==> config.mk <==
export PLATFORM = sky130hd
export DESIGN_NAME = device_subsystem
export DESIGN_NICKNAME = d
export VERILOG_FILES = /design/src/bus_pkg.sv /design/src/dev_map_pkg.sv /design/src/device_arbiter.sv /design/src/device_decoder.sv /design/src/uart_tx_stub.sv /design/src/intc.sv /design/src/device_subsystem.sv
export SDC_FILE = /design/constraint.sdc
export NUM_CORES = 1
export LEC_CHECK = 0
export BUFFER_PORTS_ARGS = -buffer_cell sky130_fd_sc_hd__buf_2
export CAP_MARGIN = 20
export CORE_AREA = 2 2 166 168
export CTS_CLUSTER_SIZE = 24
export DETAILED_ROUTE_END_ITERATION = 8
export DIE_AREA = 0 0 168 170
export PLACE_DENSITY = 0.44
export SYNTH_ARGS = -nofsm -noshare
export SYNTH_HDL_FRONTEND = slang
export SYNTH_SLANG_ARGS = --single-unit
export TNS_END_PERCENT = 20
==> constraint.sdc <==
create_clock -name clk -period 3.6 [get_ports clk]
set_clock_uncertainty 0.1 [all_clocks]
set_input_delay 0.18 -clock clk [delete_from_list [all_inputs] [get_ports clk]]
set_output_delay 0.18 -clock clk [all_outputs]
set_load 0.02 [all_outputs]
==> src/bus_pkg.sv <==
package bus_pkg;

    // --------------------
    // Bus geometry
    // --------------------

    // Data and address width
    localparam int XLEN = 32;

    // Requesting core ports and index width
    localparam int NUM_CORES = 4;
    localparam int CORE_ID_W = 2;

    // One enable per byte lane
    localparam int BE_W = XLEN / 8;

    // --------------------
    // Device request
    // --------------------

    // 70 bits, req sits in the top bit
    typedef struct packed {
        logic            req;
        logic            we;
        logic [XLEN-1:0] addr;
        logic [BE_W-1:0] be;
        logic [XLEN-1:0] wdata;
    } dev_req_t;

endpackage

==> src/dev_map_pkg.sv <==
package dev_map_pkg;

    // --------------------
    // Address map
    // --------------------

    // Address bits 31:30 for the device region
    localparam logic [1:0] DEV_REGION = 2'b11;

    // Device field, address bits 27:24
    localparam logic [3:0] DEV_UART = 4'h0;
    localparam logic [3:0] DEV_INTC = 4'h4;

    // --------------------
    // Register offsets
    // --------------------

    localparam int REG_OFS_W = 4;

    localparam logic [REG_OFS_W-1:0] UART_TXDATA_OFS  = 4'h0;
    localparam logic [REG_OFS_W-1:0] INTC_PENDING_OFS = 4'h0;  // read only
    localparam logic [REG_OFS_W-1:0] INTC_ENABLE_OFS  = 4'h4;
    localparam logic [REG_OFS_W-1:0] INTC_CLEAR_OFS   = 4'h8;  // write 1 to clear

    // Interrupt sources
    localparam int NUM_IRQ_SRC  = 2;
    localparam int IRQ_SRC_UART = 0;
    localparam int IRQ_SRC_EXT  = 1;

endpackage

==> src/device_arbiter.sv <==
`timescale 1ns/1ps

module device_arbiter (
    input  logic                          clk,
    input  logic                          rst_i,
    input  bus_pkg::dev_req_t             core_req_i [bus_pkg::NUM_CORES],
    output logic [bus_pkg::NUM_CORES-1:0] core_ack_o,
    output logic [bus_pkg::XLEN-1:0]      core_rdata_o [bus_pkg::NUM_CORES],
    output bus_pkg::dev_req_t             dev_req_o,
    input  logic                          dev_ack_i,
    input  logic [bus_pkg::XLEN-1:0]      dev_rdata_i
);

    typedef logic [bus_pkg::CORE_ID_W-1:0] core_id_t;

    core_id_t          rr_q;
    core_id_t          grant_q;
    logic              busy_q;
    logic              fwd_req_q;
    bus_pkg::dev_req_t fwd_q;
    core_id_t          pick_idx;
    logic              pick_valid;
    core_id_t          sel_idx;
    logic              done;

    // Round-robin pick, rr_q has top priority
    always_comb begin
        pick_valid = 1'b0;
        pick_idx   = rr_q;
        for (int k = bus_pkg::NUM_CORES - 1; k >= 0; k--) begin
            if (core_req_i[rr_q + core_id_t'(k)].req) begin
                pick_valid = 1'b1;
                pick_idx   = rr_q + core_id_t'(k);
            end
        end
    end

    assign sel_idx = busy_q ? grant_q : pick_idx;

    // Forwarded req has dropped and the target has released ack
    assign done = busy_q && !fwd_req_q && !dev_ack_i;

    // --------------------
    // Grant state
    // --------------------
    always_ff @(posedge clk) begin
        if (rst_i) begin
            busy_q    <= 1'b0;
            grant_q   <= '0;
            rr_q      <= '0;
            fwd_req_q <= 1'b0;
        end else begin
            if (!busy_q) begin
                if (pick_valid) begin
                    busy_q  <= 1'b1;
                    grant_q <= pick_idx;
                end
            end else if (done) begin
                busy_q <= 1'b0;
                rr_q   <= grant_q + 1'b1;
            end
            fwd_req_q <= busy_q ? core_req_i[grant_q].req : pick_valid;
        end
    end

    // Payload follows the selected core every cycle
    always_ff @(posedge clk) begin
        fwd_q <= core_req_i[sel_idx];
    end

    always_comb begin
        dev_req_o     = fwd_q;
        dev_req_o.req = fwd_req_q;
    end

    // --------------------
    // Response steering
    // --------------------
    always_comb begin
        for (int i = 0; i < bus_pkg::NUM_CORES; i++) begin
            core_ack_o[i]   = busy_q && (grant_q == core_id_t'(i)) && dev_ack_i;
            core_rdata_o[i] = (busy_q && (grant_q == core_id_t'(i))) ? dev_rdata_i : '0;
        end
    end

endmodule

==> src/device_decoder.sv <==
`timescale 1ns/1ps

module device_decoder (
    input  logic                                clk,
    input  logic                                rst_i,
    input  bus_pkg::dev_req_t                   req_i,
    input  logic                                uart_ack_i,
    input  logic [bus_pkg::XLEN-1:0]            uart_rdata_i,
    input  logic                                intc_ack_i,
    input  logic [bus_pkg::XLEN-1:0]            intc_rdata_i,
    output logic                                ack_o,
    output logic [bus_pkg::XLEN-1:0]            rdata_o,
    output logic                                uart_req_o,
    output logic                                intc_req_o,
    output logic [dev_map_pkg::REG_OFS_W-1:0]   reg_ofs_o,
    output logic                                we_o,
    output logic [bus_pkg::BE_W-1:0]            be_o,
    output logic [bus_pkg::XLEN-1:0]            wdata_o
);

    logic in_region;
    logic hit_uart;
    logic hit_intc;
    logic dflt_ack_q;

    assign in_region = (req_i.addr[31:30] == dev_map_pkg::DEV_REGION);
    assign hit_uart  = in_region && (req_i.addr[27:24] == dev_map_pkg::DEV_UART);
    assign hit_intc  = in_region && (req_i.addr[27:24] == dev_map_pkg::DEV_INTC);

    assign uart_req_o = req_i.req && hit_uart;
    assign intc_req_o = req_i.req && hit_intc;

    // Shared write and offset lines
    assign reg_ofs_o = req_i.addr[dev_map_pkg::REG_OFS_W-1:0];
    assign we_o      = req_i.we;
    assign be_o      = req_i.be;
    assign wdata_o   = req_i.wdata;

    // Default responder, so an unmapped access never stalls a core
    always_ff @(posedge clk) begin
        if (rst_i) begin
            dflt_ack_q <= 1'b0;
        end else begin
            dflt_ack_q <= req_i.req && !hit_uart && !hit_intc;
        end
    end

    assign ack_o = uart_ack_i | intc_ack_i | dflt_ack_q;

    // Zero data unless a real target answers
    always_comb begin
        rdata_o = '0;
        if (uart_ack_i) begin
            rdata_o = uart_rdata_i;
        end else if (intc_ack_i) begin
            rdata_o = intc_rdata_i;
        end
    end

endmodule

==> src/uart_tx_stub.sv <==
`timescale 1ns/1ps

module uart_tx_stub (
    input  logic                              clk,
    input  logic                              rst_i,
    input  logic                              req_i,
    input  logic                              we_i,
    input  logic [bus_pkg::BE_W-1:0]          be_i,
    input  logic [bus_pkg::XLEN-1:0]          wdata_i,
    input  logic [dev_map_pkg::REG_OFS_W-1:0] reg_ofs_i,
    output logic                              ack_o,
    output logic [bus_pkg::XLEN-1:0]          rdata_o,
    output logic                              tx_valid_o,
    output logic [7:0]                        tx_data_o,
    output logic                              done_o
);

    typedef logic [bus_pkg::XLEN-1:0] word_t;

    logic       ack_q;
    logic       tx_valid_q;
    logic [7:0] txdata_q;
    word_t      rdata_q;
    logic       start;
    logic       tx_hit;

    // First cycle of a request
    assign start  = req_i && !ack_q;
    assign tx_hit = start && we_i && be_i[0] && (reg_ofs_i == dev_map_pkg::UART_TXDATA_OFS);

    always_ff @(posedge clk) begin
        if (rst_i) begin
            ack_q      <= 1'b0;
            tx_valid_q <= 1'b0;
        end else begin
            ack_q      <= req_i;
            tx_valid_q <= tx_hit;
        end
    end

    always_ff @(posedge clk) begin
        if (tx_hit) begin
            txdata_q <= wdata_i[7:0];
        end
        if (start) begin
            rdata_q <= (reg_ofs_i == dev_map_pkg::UART_TXDATA_OFS) ? word_t'(txdata_q) : '0;
        end
    end

    assign ack_o      = ack_q;
    assign rdata_o    = rdata_q;
    assign tx_valid_o = tx_valid_q;
    assign tx_data_o  = txdata_q;
    assign done_o     = tx_valid_q;   // doubles as the transmit-done interrupt

endmodule

==> src/intc.sv <==
`timescale 1ns/1ps

module intc (
    input  logic                                clk,
    input  logic                                rst_i,
    input  logic                                req_i,
    input  logic                                we_i,
    input  logic [bus_pkg::BE_W-1:0]            be_i,
    input  logic [bus_pkg::XLEN-1:0]            wdata_i,
    input  logic [dev_map_pkg::REG_OFS_W-1:0]   reg_ofs_i,
    input  logic [dev_map_pkg::NUM_IRQ_SRC-1:0] src_i,
    output logic                                ack_o,
    output logic [bus_pkg::XLEN-1:0]            rdata_o,
    output logic                                irq_o
);

    typedef logic [bus_pkg::XLEN-1:0] word_t;
    typedef logic [dev_map_pkg::NUM_IRQ_SRC-1:0] src_t;

    logic  ack_q;
    src_t  pending_q;
    src_t  enable_q;
    src_t  clr;
    word_t rdata_q;
    logic  start;
    logic  wr;

    assign start = req_i && !ack_q;
    assign wr    = start && we_i && be_i[0];

    // Write-1-to-clear mask for this cycle
    assign clr = (wr && (reg_ofs_i == dev_map_pkg::INTC_CLEAR_OFS))
                 ? wdata_i[dev_map_pkg::NUM_IRQ_SRC-1:0] : '0;

    // --------------------
    // Control registers
    // --------------------
    always_ff @(posedge clk) begin
        if (rst_i) begin
            ack_q     <= 1'b0;
            pending_q <= '0;
            enable_q  <= '0;
        end else begin
            ack_q <= req_i;
            // New pulse beats a clear on the same bit
            pending_q <= (pending_q & ~clr) | src_i;
            if (wr && (reg_ofs_i == dev_map_pkg::INTC_ENABLE_OFS)) begin
                enable_q <= wdata_i[dev_map_pkg::NUM_IRQ_SRC-1:0];
            end
        end
    end

    // Read data captured with the ack
    always_ff @(posedge clk) begin
        if (start) begin
            case (reg_ofs_i)
                dev_map_pkg::INTC_PENDING_OFS: rdata_q <= word_t'(pending_q);
                dev_map_pkg::INTC_ENABLE_OFS:  rdata_q <= word_t'(enable_q);
                default:                       rdata_q <= '0;
            endcase
        end
    end

    assign ack_o   = ack_q;
    assign rdata_o = rdata_q;
    assign irq_o   = |(pending_q & enable_q);

endmodule

==> src/device_subsystem.sv <==
`timescale 1ns/1ps

module device_subsystem (
    input  logic                          clk,
    input  logic                          rst_i,
    input  bus_pkg::dev_req_t             dev_req_i [bus_pkg::NUM_CORES],
    output logic [bus_pkg::NUM_CORES-1:0] dev_ack_o,
    output logic [bus_pkg::XLEN-1:0]      dev_rdata_o [bus_pkg::NUM_CORES],
    input  logic                          ext_irq_i,
    output logic                          uart_tx_valid_o,
    output logic [7:0]                    uart_tx_data_o,
    output logic                          irq_o
);

    bus_pkg::dev_req_t                   arb_req;
    logic                                dec_ack;
    logic [bus_pkg::XLEN-1:0]            dec_rdata;
    logic                                uart_req;
    logic                                uart_ack;
    logic [bus_pkg::XLEN-1:0]            uart_rdata;
    logic                                uart_done;
    logic                                intc_req;
    logic                                intc_ack;
    logic [bus_pkg::XLEN-1:0]            intc_rdata;
    logic [dev_map_pkg::REG_OFS_W-1:0]   reg_ofs;
    logic                                we;
    logic [bus_pkg::BE_W-1:0]            be;
    logic [bus_pkg::XLEN-1:0]            wdata;
    logic [dev_map_pkg::NUM_IRQ_SRC-1:0] irq_src;

    // Interrupt source bus
    assign irq_src[dev_map_pkg::IRQ_SRC_UART] = uart_done;
    assign irq_src[dev_map_pkg::IRQ_SRC_EXT]  = ext_irq_i;

    device_arbiter u_arbiter (
        .clk          (clk),
        .rst_i        (rst_i),
        .core_req_i   (dev_req_i),
        .core_ack_o   (dev_ack_o),
        .core_rdata_o (dev_rdata_o),
        .dev_req_o    (arb_req),
        .dev_ack_i    (dec_ack),
        .dev_rdata_i  (dec_rdata)
    );

    device_decoder u_decoder (
        .clk          (clk),
        .rst_i        (rst_i),
        .req_i        (arb_req),
        .uart_ack_i   (uart_ack),
        .uart_rdata_i (uart_rdata),
        .intc_ack_i   (intc_ack),
        .intc_rdata_i (intc_rdata),
        .ack_o        (dec_ack),
        .rdata_o      (dec_rdata),
        .uart_req_o   (uart_req),
        .intc_req_o   (intc_req),
        .reg_ofs_o    (reg_ofs),
        .we_o         (we),
        .be_o         (be),
        .wdata_o      (wdata)
    );

    uart_tx_stub u_uart (
        .clk        (clk),
        .rst_i      (rst_i),
        .req_i      (uart_req),
        .we_i       (we),
        .be_i       (be),
        .wdata_i    (wdata),
        .reg_ofs_i  (reg_ofs),
        .ack_o      (uart_ack),
        .rdata_o    (uart_rdata),
        .tx_valid_o (uart_tx_valid_o),
        .tx_data_o  (uart_tx_data_o),
        .done_o     (uart_done)
    );

    intc u_intc (
        .clk       (clk),
        .rst_i     (rst_i),
        .req_i     (intc_req),
        .we_i      (we),
        .be_i      (be),
        .wdata_i   (wdata),
        .reg_ofs_i (reg_ofs),
        .src_i     (irq_src),
        .ack_o     (intc_ack),
        .rdata_o   (intc_rdata),
        .irq_o     (irq_o)
    );

endmodule

==> run metrics <==
worst vdd ir 0.162 mV; Post-CTS Setup Bufs 0; vias in the first global route 2243; Non-Filler Instances 835; RD Place Congestion 0.689; clk buf depth 2; setup_tns 0 ns; nets@finish 780; final period utilization 61.0%; Area growth syn-to-layout 25.4%; core area 26700 µm²; Ys Warns 0; CTS root buf clkbuf_16; FF+latch count, synth 52; final-report max-slew violation count 0; area post-placement 4110 µm²; Port Buffer Count 132; H-tree depth 2; largest net degree at the start of global routing 40; total congestion overflow 0; final instance area 4250 µm²; CTS resizes 0; fillers 3058; Max Freq 455 MHz; die height 170 µm; drt pass-1 iters 4; Crit Reg-Reg Endpoint u_arbiter.dev_req_o[67]$_DFF_P_; Setup Viol. Count Final 0; status finished clean; Power Density 362 nW/µm²; crit path capture type output port; Yosys top cell area share 21.7%; Post-Synth Simple-Gate Area 13.8%; post-detail-place hpwl 7770 µm; post-synthesis xor/xnor area fraction 0%; HP Class in2reg; fraction of registers with async set/reset 0%; # clock sinks 52; worst min-delay path endpoint u_arbiter.dev_req_o[6]$_DFF_P_; share of layout cells above drive strength 1 30.6%; most numerous cell in the Yosys netlist buf_4; Critical Path RT 3.32 ns; vias post-DR 2562; Mapped Area 3390 µm²; die area 28600 µm²; Initial DRC Count 109; P_leak 0.00187 µW; Synth top cells by count buf_4, mux2i_1, nor2_1, dfxtp_1; WP data arrival 1.92 ns; die width 168 µm; initial antenna violation count 0; TritonCTS buffer count 5; area leader, netlist buf_4; Max-cap violations 0; Post-synth EDFFs 18; first-pass GRT wire length 13000 µm; worst path cell trace nand2_1 -> nor2_1 -> buf_2; Crit path largest cell delay 0.68 ns; startpoint class of the critical path flop; Slew @ Worst Pin 0.642 ns; register area share after synthesis 36.0%; drt total wl 9100 µm; max_slew headroom 57.2%; hold path start dev_req_i[216]; hold buffer count at CTS 0; compound-cell area share of the yosys netlist 5.31%; R2R setup slack 1.43 ns; antenna cell count 0; worst hold path cell count 3; Cells after Synth 360; Post-synth top flop dfxtp_1; Final Hold Violating Endpoints 0; Mapped Avg Cell Area 9.42 µm²; reg2reg start u_arbiter.busy_q$_SDFF_PP0_; Cells after DPL 827; Crit Path Max Fanout 14; ANT nets after route 0; CTS tree built; WL/cell 10.9 µm; Worst path slowest cell dfxtp_1; Yosys cell types 38; # DRC 0; main combinational cell family by area after synthesis buffers and inverters; critical path class reg2out; RSZ-0062 raised after global routing false; post-DR vias/cell 3.07; multiplexer area fraction after synthesis 19.3%; Synth area leaders buf_4, dfxtp_1, mux2i_1; Ports 425; Initial Util 12.7%; area share of fa/ha/maj cells after synthesis 1.48%; Reg2Reg Depth 5; GRT Util Overall 6.14%; minimum clock period after layout 2.20 ns; # rows 60; clk_lat worst skew 0.29 ns; Clock transition at path regs 0.07 ns
[metal layers]
metal / part of all wire (%) / track usage (%)
met5: 0 / 0
met1: 47 / 8.11
met2: 44 / 9.92
met3: 7.6 / 1.30
met4: 1.3 / 2.16
[layout by cell type, fill, tap and decap left out, types with 3 or more instances in the layout]
master and instances:
a21oi_1 6, a22o_1 3, and2_1 9, buf_2 132, buf_4 5, clkbuf_16 5, conb_1 96, dfxtp_1 34
edfxtp_1 18, ha_1 4, inv_1 8, mux2i_1 63, nand2_1 18, nor2_1 50, nor2b_1 5, nor3_1 5
[cell type report]
cell class	instances	area (µm²)	share of cell area, %
clock buffer	5	125	2.94
tap	341	427	10.0
clock inverter	3	18.8	0.441
sequential	52	1220	28.7
timing repair buffer	137	698	16.4
multi-input combinational	289	1730	40.7
inverter	8	30.0	0.706
[worst max path at each step]
stage                                          startpoint                               to  slack [ns]  cells past startpoint
after floorplan           u_arbiter.dev_req_o[61]$_DFF_P_    u_uart.tx_data_o[0]$_DFFE_PP_        1.31                      4
after global placement        u_arbiter.busy_q$_SDFF_PP0_  u_arbiter.dev_req_o[67]$_DFF_P_        1.42                      5
after detailed placement      u_arbiter.busy_q$_SDFF_PP0_  u_arbiter.dev_req_o[67]$_DFF_P_        1.39                      5
final                         u_arbiter.busy_q$_SDFF_PP0_                   dev_rdata_o[0]        1.40                      3
after global routing          u_arbiter.busy_q$_SDFF_PP0_                   dev_rdata_o[0]        1.21                      3
after CTS                     u_arbiter.busy_q$_SDFF_PP0_                   dev_rdata_o[0]        1.33                      3
[through the flow]
| step | util, % | hold slack (ns) | power, µW | setup slack (ns) |
|---|---|---|---|---|
| 2_1_floorplan | - | 0.152 | 1060 | 1.31 |
| 3_3_place_gp | 15.4 | 0.288 | 1090 | 1.42 |
| 3_5_place_dp | 15.4 | 0.289 | 1090 | 1.39 |
| 4_1_cts | 16.0 | 0.0536 | 1570 | 1.33 |
| 5_1_grt | 16.0 | 0.0655 | 1620 | 1.21 |
| 6_report | 16.0 | 0.0579 | 1540 | 1.40 |
[state kept, by name (all words and copies together), names as in the netlist, 2 cells and up]
name                 flops
u_arbiter.dev_req_o     20
u_arbiter.grant_q        2
u_arbiter.rr_q           2
u_intc.enable_q          2
u_intc.pending_q         2
u_intc.rdata_o           2
u_uart.rdata_o           8
u_uart.tx_data_o         8
[where the power goes]
group / internal [µW] / switching (µW)
Combinational: 138 / 231
Clock: 255 / 209
Sequential: 665 / 39.3
Total: 1060 / 480
[logic make-up after synthesis]
logic type | Yosys count
AO/OA/AOI/OAI | 25
adder cells (fa/ha/maj) | 4
buffers and inverters | 114
flip-flops | 52
multiplexers | 64
other | 1
AND/OR/NAND/NOR | 100
[critical path: cells and delay by family, from the launching register on]
kind                   cells  cell delay (ns)
AND/OR/NAND/NOR            2             0.73
flip-flops                 1             0.68
buffers and inverters      1             0.20
(Power assumes the default switching activity.)
